File: config.mk
export PLATFORM = sky130hd
export DESIGN_NAME = ossc_top
export DESIGN_NICKNAME = d
export VERILOG_FILES = /design/src/verilog/ossc_pkg.sv /design/src/verilog/ossc_top.sv /design/src/verilog/activity_led.sv /design/src/verilog/source_select.sv /design/src/verilog/sys_ctrl_regs.sv /design/src/verilog/input_sync.sv /design/src/verilog/reset_stretch.sv
export SDC_FILE = /design/constraint.sdc
export NUM_CORES = 1
export LEC_CHECK = 0
export ABC_AREA = 1
export BUFFER_PORTS_ARGS = -buffer_cell sky130_fd_sc_hd__clkbuf_2
export CAP_MARGIN = 15
export CORE_ASPECT_RATIO = 1.5
export CORE_MARGIN = 8
export CORE_UTILIZATION = 25
export DETAILED_ROUTE_END_ITERATION = 12
export PLACE_DENSITY = 0.48
export SKIP_LAST_GASP = 1
export SLEW_MARGIN = 40
export SYNTH_ARGS = -nofsm -noshare
export SYNTH_HDL_FRONTEND = slang
export SYNTH_SLANG_ARGS = --single-unit
export TNS_END_PERCENT = 5
File: constraint.sdc
create_clock -name clk27 -period 6.9 [get_ports clk27]
set_input_delay 0.345 -clock clk27 [delete_from_list [all_inputs] [get_ports clk27]]
set_output_delay 0.345 -clock clk27 [all_outputs]
set_load 0.02 [all_outputs]
File: src/verilog/ossc_pkg.sv
package ossc_pkg;

    // system reset hold after power-on reset release, in clk27 cycles
    localparam int unsigned PO_RESET_WIDTH = 27;

    // default resync led stretch, roughly 0.6 s at 27 MHz
    localparam int unsigned LED_HOLD_DEFAULT = (2 ** 24) - 1;

    // wishbone word address and data widths
    localparam int unsigned WB_ADDR_W = 2;
    localparam int unsigned WB_DATA_W = 32;

    // one colour component
    localparam int unsigned PIX_W = 8;

    // one pixel
    typedef struct packed {
        logic [PIX_W-1:0] r;
        logic [PIX_W-1:0] g;
        logic [PIX_W-1:0] b;
    } rgb_t;

    // pixel plus sync and field flags
    typedef struct packed {
        rgb_t pix;
        logic hsync;
        logic vsync;
        logic de;
        logic fid;
    } video_bus_t;

    // i2s audio lines
    typedef struct packed {
        logic bck;
        logic ws;
        logic data;
    } i2s_t;

    // control word, isl_reset_n sits in bit 0
    typedef struct packed {
        logic [27:0] reserved;
        logic        audmux_sel;
        logic        capture_sel;
        logic        hdmirx_reset_n;
        logic        isl_reset_n;
    } sys_ctrl_t;

    // status word, buttons in the two low bits
    typedef struct packed {
        logic [27:0] reserved;
        logic        sys_ready;
        logic        ir_rx;
        logic [1:0]  btn;
    } sys_status_t;

    // wishbone classic request from the master
    typedef struct packed {
        logic                 cyc;
        logic                 stb;
        logic                 we;
        logic [WB_ADDR_W-1:0] adr;
        logic [WB_DATA_W-1:0] dat;
    } wb_req_t;

    // wishbone classic response to the master
    typedef struct packed {
        logic                 ack;
        logic [WB_DATA_W-1:0] dat;
    } wb_rsp_t;

    // register map, anything else is unmapped
    typedef enum logic [WB_ADDR_W-1:0] {
        REG_CTRL   = WB_ADDR_W'(0),
        REG_STATUS = WB_ADDR_W'(1)
    } reg_addr_e;

endpackage
File: src/verilog/ossc_top.sv
module ossc_top #(
    parameter int unsigned LED_HOLD = ossc_pkg::LED_HOLD_DEFAULT
) (
    input  logic                 clk27,
    input  logic                 po_reset_n,

    // control bus from the external master
    input  ossc_pkg::wb_req_t    wb_req_i,
    output ossc_pkg::wb_rsp_t    wb_rsp_o,

    // video and audio sources
    input  ossc_pkg::video_bus_t isl_video_i,
    input  ossc_pkg::video_bus_t hdmirx_video_i,
    input  ossc_pkg::i2s_t       pcm_i2s_i,
    input  ossc_pkg::i2s_t       hdmirx_i2s_i,

    // asynchronous board inputs
    input  logic [1:0]           btn_i,
    input  logic                 ir_rx_i,
    input  logic                 resync_strobe_i,

    output ossc_pkg::video_bus_t cap_video_o,
    output ossc_pkg::i2s_t       tx_i2s_o,
    output logic                 isl_reset_n_o,
    output logic                 hdmirx_reset_n_o,
    output logic                 audmux_o,
    output logic                 led_resync_o
);
    import ossc_pkg::*;

    logic       sys_reset_n;
    logic [1:0] btn_sync;
    logic       ir_rx_sync;
    sys_ctrl_t  ctrl;

    // stretched system reset for everything below
    reset_stretch u_reset_stretch (
        .clk27         (clk27),
        .po_reset_n    (po_reset_n),
        .sys_reset_n_o (sys_reset_n)
    );

    // front panel buttons and ir receiver
    input_sync u_input_sync (
        .clk27       (clk27),
        .sys_reset_n (sys_reset_n),
        .btn_i       (btn_i),
        .ir_rx_i     (ir_rx_i),
        .btn_o       (btn_sync),
        .ir_rx_o     (ir_rx_sync)
    );

    // control and status registers
    sys_ctrl_regs u_sys_ctrl_regs (
        .clk27       (clk27),
        .sys_reset_n (sys_reset_n),
        .wb_req_i    (wb_req_i),
        .wb_rsp_o    (wb_rsp_o),
        .btn_i       (btn_sync),
        .ir_rx_i     (ir_rx_sync),
        .ctrl_o      (ctrl)
    );

    // capture video and audio routing
    source_select u_source_select (
        .clk27          (clk27),
        .sys_reset_n    (sys_reset_n),
        .capture_sel_i  (ctrl.capture_sel),
        .audmux_sel_i   (ctrl.audmux_sel),
        .isl_video_i    (isl_video_i),
        .hdmirx_video_i (hdmirx_video_i),
        .cap_video_o    (cap_video_o),
        .pcm_i2s_i      (pcm_i2s_i),
        .hdmirx_i2s_i   (hdmirx_i2s_i),
        .tx_i2s_o       (tx_i2s_o)
    );

    // resync activity indicator
    activity_led #(
        .LED_HOLD (LED_HOLD)
    ) u_activity_led (
        .clk27           (clk27),
        .sys_reset_n     (sys_reset_n),
        .resync_strobe_i (resync_strobe_i),
        .led_o           (led_resync_o)
    );

    // chip resets and audio mux straight from the control word
    assign isl_reset_n_o    = ctrl.isl_reset_n;
    assign hdmirx_reset_n_o = ctrl.hdmirx_reset_n;
    assign audmux_o         = ctrl.audmux_sel;

endmodule

File: src/verilog/activity_led.sv
module activity_led #(
    parameter int unsigned LED_HOLD = ossc_pkg::LED_HOLD_DEFAULT
) (
    input  logic clk27,
    input  logic sys_reset_n,
    input  logic resync_strobe_i,
    output logic led_o
);

    // counter sized for the hold length
    localparam int unsigned CNT_W = $clog2(LED_HOLD + 1);
    localparam logic [CNT_W-1:0] CNT_LOAD = CNT_W'(LED_HOLD);

    logic             sync1_q;
    logic             sync2_q;
    logic             prev_q;
    logic             strobe_rise;
    logic [CNT_W-1:0] cnt_q;

    // rising edge of the synchronized strobe
    assign strobe_rise = sync2_q & ~prev_q;

    // two flop synchronizer, third flop keeps the previous level
    // a new edge reloads the count even while the led is lit
    always_ff @(posedge clk27 or negedge sys_reset_n) begin
        if (!sys_reset_n) begin
            sync1_q <= 1'b0;
            sync2_q <= 1'b0;
            prev_q  <= 1'b0;
            cnt_q   <= '0;
        end else begin
            sync1_q <= resync_strobe_i;
            sync2_q <= sync1_q;
            prev_q  <= sync2_q;
            if (strobe_rise) begin
                cnt_q <= CNT_LOAD;
            end else if (cnt_q != '0) begin
                cnt_q <= cnt_q - 1'b1;
            end
        end
    end

    // lit for exactly LED_HOLD cycles after the last edge
    assign led_o = (cnt_q != '0);

endmodule

File: src/verilog/source_select.sv
module source_select (
    input  logic                 clk27,
    input  logic                 sys_reset_n,
    input  logic                 capture_sel_i,
    input  logic                 audmux_sel_i,
    input  ossc_pkg::video_bus_t isl_video_i,
    input  ossc_pkg::video_bus_t hdmirx_video_i,
    output ossc_pkg::video_bus_t cap_video_o,
    input  ossc_pkg::i2s_t       pcm_i2s_i,
    input  ossc_pkg::i2s_t       hdmirx_i2s_i,
    output ossc_pkg::i2s_t       tx_i2s_o
);
    import ossc_pkg::*;

    video_bus_t isl_q;
    video_bus_t hdmirx_q;
    video_bus_t cap_q;

    // first stage registers both sources at the pins
    always_ff @(posedge clk27 or negedge sys_reset_n) begin
        if (!sys_reset_n) begin
            isl_q    <= '0;
            hdmirx_q <= '0;
        end else begin
            isl_q    <= isl_video_i;
            hdmirx_q <= hdmirx_video_i;
        end
    end

    // second stage picks the capture source
    // 0 is the analog digitizer, 1 the hdmi receiver
    always_ff @(posedge clk27 or negedge sys_reset_n) begin
        if (!sys_reset_n) begin
            cap_q <= '0;
        end else begin
            cap_q <= capture_sel_i ? hdmirx_q : isl_q;
        end
    end

    assign cap_video_o = cap_q;

    // hdmi audio follows hdmi capture and can also be forced by audmux
    // otherwise the pcm codec feeds the transmitter
    assign tx_i2s_o = (audmux_sel_i | capture_sel_i) ? hdmirx_i2s_i : pcm_i2s_i;

endmodule

File: src/verilog/sys_ctrl_regs.sv
module sys_ctrl_regs (
    input  logic                clk27,
    input  logic                sys_reset_n,
    input  ossc_pkg::wb_req_t   wb_req_i,
    output ossc_pkg::wb_rsp_t   wb_rsp_o,
    input  logic [1:0]          btn_i,
    input  logic                ir_rx_i,
    output ossc_pkg::sys_ctrl_t ctrl_o
);
    import ossc_pkg::*;

    sys_ctrl_t             ctrl_q;
    sys_status_t           status;
    logic                  ack_q;
    logic [WB_DATA_W-1:0]  rdat_q;
    logic                  req_valid;
    logic                  ctrl_wr;
    reg_addr_e             addr;

    // unmapped word addresses keep their raw value here
    assign addr = reg_addr_e'(wb_req_i.adr);

    // new request only while no ack is pending
    // master drops stb after ack so this gives one ack per request
    assign req_valid = wb_req_i.cyc & wb_req_i.stb & ~ack_q;

    // only the control register is writable
    assign ctrl_wr = req_valid & wb_req_i.we & (addr == REG_CTRL);

    // status word from synchronized inputs
    // ready reads as 1 on every access the slave can answer
    always_comb begin
        status           = '0;
        status.btn       = btn_i;
        status.ir_rx     = ir_rx_i;
        status.sys_ready = 1'b1;
    end

    // ack and control word
    // reset value holds both external chips in reset and selects the digitizer
    always_ff @(posedge clk27 or negedge sys_reset_n) begin
        if (!sys_reset_n) begin
            ack_q  <= 1'b0;
            ctrl_q <= '0;
        end else begin
            ack_q <= req_valid;
            if (ctrl_wr) begin
                ctrl_q <= sys_ctrl_t'(wb_req_i.dat);
            end
        end
    end

    // read data captured together with ack
    // master only looks at it while ack is high
    always_ff @(posedge clk27) begin
        if (req_valid) begin
            case (addr)
                REG_CTRL:   rdat_q <= ctrl_q;
                REG_STATUS: rdat_q <= status;
                default:    rdat_q <= '0;
            endcase
        end
    end

    always_comb begin
        wb_rsp_o     = '0;
        wb_rsp_o.ack = ack_q;
        wb_rsp_o.dat = rdat_q;
    end

    assign ctrl_o = ctrl_q;

endmodule

File: src/verilog/input_sync.sv
module input_sync (
    input  logic       clk27,
    input  logic       sys_reset_n,
    input  logic [1:0] btn_i,
    input  logic       ir_rx_i,
    output logic [1:0] btn_o,
    output logic       ir_rx_o
);

    // buttons and ir receiver share one three bit synchronizer
    // bit 2 is ir, bits 1:0 are the buttons
    logic [2:0] async_in;
    logic [2:0] sync1_q;
    logic [2:0] sync2_q;

    assign async_in = {ir_rx_i, btn_i};

    // inputs idle high so both stages reset to 1
    always_ff @(posedge clk27 or negedge sys_reset_n) begin
        if (!sys_reset_n) begin
            sync1_q <= 3'b111;
            sync2_q <= 3'b111;
        end else begin
            // first stage may go metastable
            sync1_q <= async_in;
            sync2_q <= sync1_q;
        end
    end

    assign btn_o   = sync2_q[1:0];
    assign ir_rx_o = sync2_q[2];

endmodule

File: src/verilog/reset_stretch.sv
module reset_stretch (
    input  logic clk27,
    input  logic po_reset_n,
    output logic sys_reset_n_o
);
    import ossc_pkg::*;

    // counter just wide enough to reach the hold width
    localparam int unsigned CNT_W = $clog2(PO_RESET_WIDTH + 1);
    localparam logic [CNT_W-1:0] CNT_LAST = CNT_W'(PO_RESET_WIDTH);

    logic [CNT_W-1:0] cnt_q;
    logic             rst_n_q;

    // counter restarts on every power-on reset
    // the system reset drops together with po_reset_n and
    // releases one edge after the count hits its end
    always_ff @(posedge clk27 or negedge po_reset_n) begin
        if (!po_reset_n) begin
            cnt_q   <= '0;
            rst_n_q <= 1'b0;
        end else begin
            if (cnt_q == CNT_LAST) begin
                rst_n_q <= 1'b1;
            end else begin
                cnt_q <= cnt_q + 1'b1;
            end
        end
    end

    assign sys_reset_n_o = rst_n_q;

endmodule

Yosys cells after proc, flatten, opt, wreduce, memory -nomap -nowiden
Index checks and enable logic that the tools add are counted.
{"block": "op_classes", "add_sub_neg": 2, "n_eq_ne": 2, "mux": 5, "bitwise": 8, "n_reduce_logical": 3}
{"cell": "$pmux W32 S2", "n": 1}
{"cell": "$mux W24", "n": 2}
{"cell": "$mux W28", "n": 1}
{"cell": "$reduce_bool A24 Y1", "n": 1}
{"cell": "$sub A24 B1 Y24 const B", "n": 1}
{"cell": "$add A5 B1 Y5 const B", "n": 1}
{"cell": "$and A1 B1 Y1", "n": 5}
{"cell": "$eq A5 B5 Y1 const B", "n": 1}
{"cell": "$mux W3", "n": 1}
{"cell": "$eq A2 B1 Y1 const B", "n": 1}
{"cell": "$logic_not A2 Y1", "n": 1}
{"cell": "$not A1 Y1", "n": 2}
{"cell": "$reduce_bool A2 Y1", "n": 1}
{"cell": "$or A1 B1 Y1", "n": 1}
{"block": "totals", "register_bits": 188, "in_bits": 105, "output_inout_bits": 68, "wordCells": 56}

Depth between registers and ports, before layout
Gate-level depths: netlist (run 1).
{"block": "depth", "depth_word": 4, "mapped_depth": 11, "mapped_depth_nobuf": 10}

Hierarchy
Synthesis (run 1) repeated with hierarchy kept, for this count alone.
{"block": "hier_totals", "hier_cells": 717, "area_unflattened_um2": 7400.8}
{"mod": "sys_ctrl_regs", "instances": 1, "cells_per_inst": 248, "area_per_inst_um2": 2616.3, "seq_area_each_um2": 1786.7}
{"mod": "source_select", "instances": 1, "cells_per_inst": 185, "area_per_inst_um2": 2568.7, "seq_area_each_um2": 2102.0}
{"mod": "activity_led", "instances": 1, "cells_per_inst": 245, "area_per_inst_um2": 1780.5, "seq_area_each_um2": 675.6}
{"mod": "reset_stretch", "instances": 1, "cells_per_inst": 33, "area_per_inst_um2": 277.8, "seq_area_each_um2": 150.1}
{"mod": "input_sync", "instances": 1, "cells_per_inst": 6, "area_per_inst_um2": 157.7, "seq_area_each_um2": 157.7}

Worst setup path after synthesis (run 1)
OpenSTA, ideal clock, no wires.
{"block": "synth_path", "kind": "reg-to-reg", "start": "reg u_reset_stretch.sys_reset_n_o (netlist name)", "end": "reg u_reset_stretch.rst_n_q, in the netlist u_reset_stretch.sys_reset_n_o", "setup_time_ns": 0.084, "arrival_time_ns": 3.951, "required_ns": 6.816, "slack_ns": 2.864, "stages_incl_launch_ff": 2, "n_path_buf": 0, "period_less_slack_ns": 4.036, "path_cell_list": "dfrtp_1 or2_2"}
{"item": "to (signal assigned)", "line_no": "reset_stretch.sv:21", "rtl": "rst_n_q <= 1'b0;"}
{"item": "to (signal assigned)", "line_no": "reset_stretch.sv:24", "rtl": "rst_n_q <= 1'b1;"}
{"item": "to (decl)", "line_no": "reset_stretch.sv:13", "rtl": "logic rst_n_q;"}

Worst setup path in the final report (run 1)
{"block": "layout_path", "start": "reg u_activity_led.cnt_q[0]", "end": "out led_resync_o"}
{"block": "layout_between", "elab_chain_cells": 1}
{"item": "from (decl)", "line_no": "activity_led.sv:18", "rtl": "logic [CNT_W-1:0] cnt_q;"}
{"item": "from (signal assigned)", "line_no": "activity_led.sv:38", "rtl": "cnt_q <= cnt_q - 1'b1;"}
{"item": "$reduce_bool A24 Y1", "line_no": "activity_led.sv:44", "rtl": "assign led_o = (cnt_q != '0);"}
{"item": "to (decl)", "line_no": "ossc_top.sv:27", "rtl": "output logic led_resync_o"}
No other way between the ends.

==> run metrics, run 1 <==
Slew Viols, Final 0; Final Cell Area 9080 sq um; die width 153 um; Yosys cell types 35; final wirelength 17.4 mm; RSZ-0062 raised after global routing false; die height 222 um; PortBufs 172; actual slew at the worst max-slew pin 657 ps; Mapped Area 7060 sq um; gr ovfl total 0; Max Cap Viol 0; maximum VDD drop 0.000176 V; slew margin rel. 56.2%; core region area 27900 sq um; vias in the first global route 5248; Final GP Congestion 0.799; crit path capture type output port; Max FO, Critical Path 13; syn_area_per_cell 10.6 sq um; largest net degree at the start of global routing 73; Initial DRT Pass Iterations 4; CTS Buffer Depth 2; H-tree depth 4; filler cell count 2838; worst path arrival time 2080 ps; slowest CP cell dfrtp_1; antenna cell count 0; hold_ws 26.4 ps; Worst Path Required 6550 ps; CTS buffer count 17; setup slack after layout 4480 ps; Starting Density 25.3%; clk_lat worst skew 420 ps; Critical Path Max Stage Delay 360 ps; I/O Pins 173; most used cell, CP inv_1; Critical Path Source Type flop; DP Wirelength 12.8 mm; Area growth syn-to-layout 28.5%; Synth Instances 664; total placed instance area 8340 sq um; setup violators final 0; period utilization 35.1%; first-pass GRT wire length 28.1 mm; Min-Delay Path Class in2reg; Routed Antenna Nets 0; TritonCTS Sinks 188; CTS tree built; Register Area 4880 sq um; Final Skew 7.89 ps; WL per Instance 14.3 um; Pwr Density 294 nW/um^2; Post-Syn Nets 772; std cell rows 75; Die Area 34000 sq um; GRT Util Overall 10.6%; post-CTS resize count 0; Ys Warns 0; Seq/Total Area, Yosys 69.0%; layout cells sized above 1 29.5%; CP cell instances inv_1, ha_1, inv_1, nor2_1, nand2_1, nor2_2, nand3_2, clkbuf_2; routed vias/inst 4.00; Root Buffer clkbuf_16; LEAKAGE 4.12 nW; fin crit period 2420 ps; Reg clk slew, reported paths 70 ps; setup TNS 0 ps; pre-CTS setup slack 4810 ps; Multi-input gate area 1840 sq um; initial antenna violation count 0; via count 4838; outcome finished clean; Highest Clock Rate 0.413 GHz; Layout Nets 960; Final Hold Viols 0; WS Path Type reg2out; DRT iter0 DRCs 178; flops & latches, synth 188; DR DRC count 0
## report_power, final
group          switching, W  internal, W  leakage, nW
registers         0.0000428      0.00124         1.80
logic              0.000203     0.000111         2.00
clock network      0.000425     0.000644        0.320
## sequential cells by signal, summed over array words and instances, names as in the netlist
name and cells:
u_activity_led.cnt_q 24, u_activity_led.prev_q 1, u_activity_led.sync1_q 1, u_activity_led.sync2_q 1, u_input_sync.sync1_q 3, u_input_sync.sync2_q 3
u_reset_stretch.cnt_q 5, u_reset_stretch.sys_reset_n_o 1, u_source_select.cap_video_o 28, u_source_select.hdmirx_q 28, u_source_select.isl_q 28, u_sys_ctrl_regs.ack_q 1
u_sys_ctrl_regs.ctrl_o 32, u_sys_ctrl_regs.rdat_q 32
## metrics by stage
step | utilization (%) | total power (W) | cells
6_report | 32.6 | 0.00267 | 1210
3_5_place_dp | 29.9 | 0.00163 | 1170
3_3_place_gp | 29.8 | 0.00162 | 1169
4_1_cts | 32.5 | 0.00272 | 1208
2_1_floorplan | - | 0.00150 | 664
5_1_grt | 32.6 | 0.00280 | 1210
## cell type report
cell class | instances | share of cell area [%]
clock buffer | 20 | 5.16
clock inverter | 11 | 1.97
inverter | 71 | 2.94
multi-input combinational | 386 | 20.2
sequential | 188 | 53.7
tap | 346 | 4.77
timing repair buffer | 188 | 11.2
## cell usage in the layout (no fill, tap or decap), drive strengths merged, types with 2 or more instances in the layout
master	synthesis	layout
clkbuf	5	192
nand2	155	155
dfrtp	150	150
nor2	117	117
inv	70	74
a21oi	41	41
nand3	33	33
edfxtp	32	32
o21ai	11	11
dlygate4sd3	0	9
nand4	8	8
nand3b	7	7
buf	14	7
dfstp	6	6
mux2	4	4
bufinv	0	4
clkinv	1	4
ha	3	3
xor2	2	2
## cells by family after synthesis
kind of cell | count (synthesis) | share of synthesized area (%)
compound gates | 53 | 3.84
flops | 188 | 69.0
simple gates | 323 | 20.4
xor+xnor | 3 | 0.372
mux | 4 | 0.638
fa+ha+maj | 3 | 0.532
buf+inv | 90 | 5.26
## synth_stat cells (all sizes together)
| cell type | n | area (sq um) |
|---|---|---|
| inv | 70 | 263 |
| clkbuf | 5 | 28.8 |
| buf | 14 | 76.3 |
| nand3 | 33 | 175 |
| nand3b | 7 | 52.6 |
| o21a | 1 | 7.51 |
| mux2 | 4 | 45.0 |
| edfxtp | 32 | 961 |
| dfstp | 6 | 158 |
| xnor2 | 1 | 8.76 |
| nand2 | 155 | 604 |
| o21ai | 11 | 58.8 |
| or2 | 1 | 6.26 |
| nor2 | 117 | 532 |
| a21oi | 41 | 205 |
| dfrtp | 150 | 3750 |
| nor3b | 1 | 7.51 |
| xor2 | 2 | 17.5 |
| ha | 3 | 37.5 |
| nor3 | 1 | 5.00 |
| nand4 | 8 | 56.3 |
| clkinv | 1 | 3.75 |
## critical path: cells and delay by family, from the launching register on
| family | cells | cell delay [ps] |
|---|---|---|
| buffers and inverters | 3 | 500 |
| flip-flops | 1 | 360 |
| AND/OR/NAND/NOR | 4 | 580 |
| adder cells (fa/ha/maj) | 1 | 220 |
## final timing paths
kind	startpoint	endpoint	slack [ps]	depth (start not counted)
setup / recovery	u_activity_led.cnt_q[0]	led_resync_o	4480	8
hold / removal	hdmirx_video_i[17]	u_source_select.hdmirx_q[17]	30	1
setup reg to reg	u_reset_stretch.sys_reset_n_o	u_source_select.cap_video_o[9]	4990	2
hold reg to reg	u_reset_stretch.sys_reset_n_o	u_activity_led.cnt_q[0]	280	0
max in group asynchronous	u_reset_stretch.sys_reset_n_o	u_source_select.cap_video_o[9]	4990	2
min in group asynchronous	u_reset_stretch.sys_reset_n_o	u_activity_led.cnt_q[0]	280	0
## layer usage
| metal | routed length (um) | global-route usage (%) |
|---|---|---|
| met3 | 819 | 3.10 |
| met5 | 0 | 0 |
| met2 | 9460 | 19.5 |
| met1 | 6780 | 11.1 |
| met4 | 301 | 4.39 |
## timing repair
| action | CTS | global route |
|---|---|---|
| hold buffers | 7 | 2 |
| buffers inserted | 0 | 0 |
| endpoints found under the hold margin | 12 | 2 |
Power figures use the tool's default switching activity.
==> run 2: changes to the inputs <==
Settings changed: ABC_AREA 1 to 0, PLACE_DENSITY 0.48 to 0.5.
Clock period 6.9 ns to 2 ns, I/O delays scaled along.
==> run metrics, run 2 <==
largest net degree at the start of global routing 81 (+11%); adder-cell share of the synthesized area 0.566% (+0.034 points); most frequent cells in the layout clkbuf_2 (171), dfrtp_1 (149), dlygate4sd3_1 (94); DRT iter0 DRCs 177 (-0.56%); syn_area_per_cell 15.6 sq um (+46%); routed vias/inst 4.11 (+2.8%); crit path capture type output port; period utilization 119%; flops & latches, synth 188 (unchanged); WS Path Type reg2out; first-pass GRT wire length 27.0 mm (-3.8%); CP startpoint u_activity_led.cnt_q[18]; Max Cap Viol 0 (unchanged); fin crit period 2390 ps; Highest Clock Rate 0.418 GHz; total placed instance area 8220 sq um (-1.5%); CTS Buffer Depth 2 (unchanged); die width 149 um (-2.7%); largest family of logic cells by synthesized area multiplexers; actual slew at the worst max-slew pin 623 ps (-34.0 ps); clk_lat worst skew 430 ps (about the same); H-tree depth 4 (unchanged); initial antenna violation count 0 (unchanged); reg2reg start u_activity_led.cnt_q[0]; pre-CTS setup slack -423 ps (-5230 ps); Mapped Area 6640 sq um (-6.0%); CP cell instances buf_4, or3_4, or3_4, or4_4, buf_8; Layout Nets 845 (-12%); Worst Path Required 1900 ps (-4650 ps); antenna cell count 0 (unchanged); worst path arrival time 2290 ps (+210 ps); asr flop ratio synth 83.0% (unchanged); post-synth top area share 56.6% (+3.4 points); vias in the first global route 5150 (-1.9%); cell taking the most area after synthesis dfrtp_1; slowest CP cell or4_4; Simple-Gate Fraction of Synth Area 9.59% (-11 points); Critical Path Max Stage Delay 460 ps (+100 ps); DR DRC count 0 (unchanged); setup violators final 23 (+23); commonest non-fill, non-tap cell in the layout clkbuf_2; Multi-input gate area 1730 sq um (-5.7%); Max FO, Critical Path 5 (-8); Final Skew 8.31 ps (+0.424 ps); Initial DRT Pass Iterations 4 (unchanged); Critical Path Source Type flop; Root Buffer clkbuf_16; std cell rows 73 (-2.7%); setup slack after layout -390 ps (-4870 ps); CTS buffer count 17 (unchanged); Final GP Congestion 0.743 (-6.9%); Post-Synth XOR/XNOR Area 1.98% (+1.6 points); GRT Util Overall 10.7% (+0.12 points); Area growth syn-to-layout 46.7%; Post-Syn Nets 534 (-31%); RSZ-0062 raised after global routing true; Die Area 32100 sq um (-5.5%); I/O Pins 173 (unchanged); LEAKAGE 4.02 nW (-2.3%); Starting Density 25.2% (-0.11 points); die height 216 um (-2.8%); gr ovfl total 0 (unchanged); failing checks setup timing; outcome complete, but fails checks; EDFF count, synth 32 (unchanged); DP Wirelength 11.7 mm (-8.5%); Slew Viols, Final 0 (unchanged); top post-synthesis cells by count dfrtp_1 (150), mux2_2 (64), edfxtp_1 (32); WL per Instance 15.1 um (+5.1%); TritonCTS Sinks 188 (unchanged); core region area 26300 sq um (-5.6%); filler cell count 2500 (-12%); most used cell, CP or3_4; via count 4468 (-7.6%); CTS tree built; Ys Warns 0 (unchanged); PortBufs 172 (unchanged); Register Area 4880 sq um (unchanged); Pwr Density 911 nW/um^2 (+210%); Yosys cell types 38 (+8.6%); Min-Delay Path Class in2async; final wirelength 16.4 mm (-5.6%); maximum VDD drop 0.000542 V (+210%); Routed Antenna Nets 0 (unchanged); slew margin rel. 58.5% (+2.3 points); Post-synth top flop dfrtp_1; mux cell area share after synthesis 11.5% (+11 points); Final Hold Viols 0 (unchanged); most frequent cell after synthesis dfrtp_1; post-CTS setup buffers 0 (unchanged); Synth Instances 426 (-36%); Seq/Total Area, Yosys 73.4% (+4.4 points); Reg clk slew, reported paths 70 ps (about the same); layout cells sized above 1 42.7% (+13 points); compound-gate portion of the synthesized area 1.96% (-1.9 points); Synth area leaders dfrtp_1 (57%), edfxtp_1 (14%), mux2_2 (11%); Final Cell Area 9740 sq um (+7.3%)
[run 2: layout make-up]
type                       instances  area share [%]
clock buffer                      18            4.41
multi-input combinational        221            17.8
tap                              337            4.33
clock inverter                    14            1.23
sequential                       188            50.1
inverter                           3           0.116
timing repair buffer             306            22.1
[run 2: worst paths after layout]
path | slack (ps) | to | cells past startpoint
min in group clk27 | 90 | u_sys_ctrl_regs.rdat_q[3] | 3
setup / recovery | -390 | led_resync_o | 5
setup reg to reg | -330 | u_activity_led.cnt_q[3] | 8
max in group asynchronous | 1080 | u_input_sync.sync2_q[2] | 1
hold / removal | 40 | u_reset_stretch.sys_reset_n_o | 2
hold reg to reg | 190 | u_activity_led.sync1_q | 0
[run 2: critical path, delay by kind of cell (launching register included)]
family	cells	cell delay [ps]
flip-flops	1	380
buffers and inverters	2	310
AND/OR/NAND/NOR	3	1180
[run 2: stage by stage]
stage	hold WS, ps	utilization [%]	cells	power, W	setup TNS, ps
finish	37.8	37.0	1087	0.00887	-5700
global route	46.1	37.0	1087	0.00932	-8110
CTS	23.6	37.0	1087	0.00905	-5710
detailed placement	-64.8	31.2	961	0.00565	-7320
global placement	-66.7	31.2	961	0.00561	-5610
floorplan	-196	-	426	0.00516	-12830
[run 2: what timing repair did]
item,CTS,global route
setup endpoints to repair,23,25
hold buffers,94,0
pin swaps,2,0
hold endpoints to repair,100,0
gates resized for setup,7,1
[run 2: kinds of logic after synthesis]
kind of cell    count (synthesis)
flops                         188
buf+inv                        17
fa+ha+maj                       3
mux                            68
simple gates                  115
xor+xnor                       15
compound gates                 20
[run 2: power breakdown]
| group | total (W) | internal (W) | switching [W] |
|---|---|---|---|
| logic | 0.00126 | 0.000652 | 0.000610 |
| registers | 0.00444 | 0.00430 | 0.000139 |
| clock network | 0.00317 | 0.00171 | 0.00146 |
| total | 0.00887 | 0.00666 | 0.00221 |
[run 2: metal layers]
metal  GRT usage [%]  wire [um]  vias to the layer above
li1                -          -                     2100
met1            12.3       6780                     2211
met2            17.7       8130                      135
met3            3.50       1060                       22
met4            5.03        425                        0
met5               0          0                        -
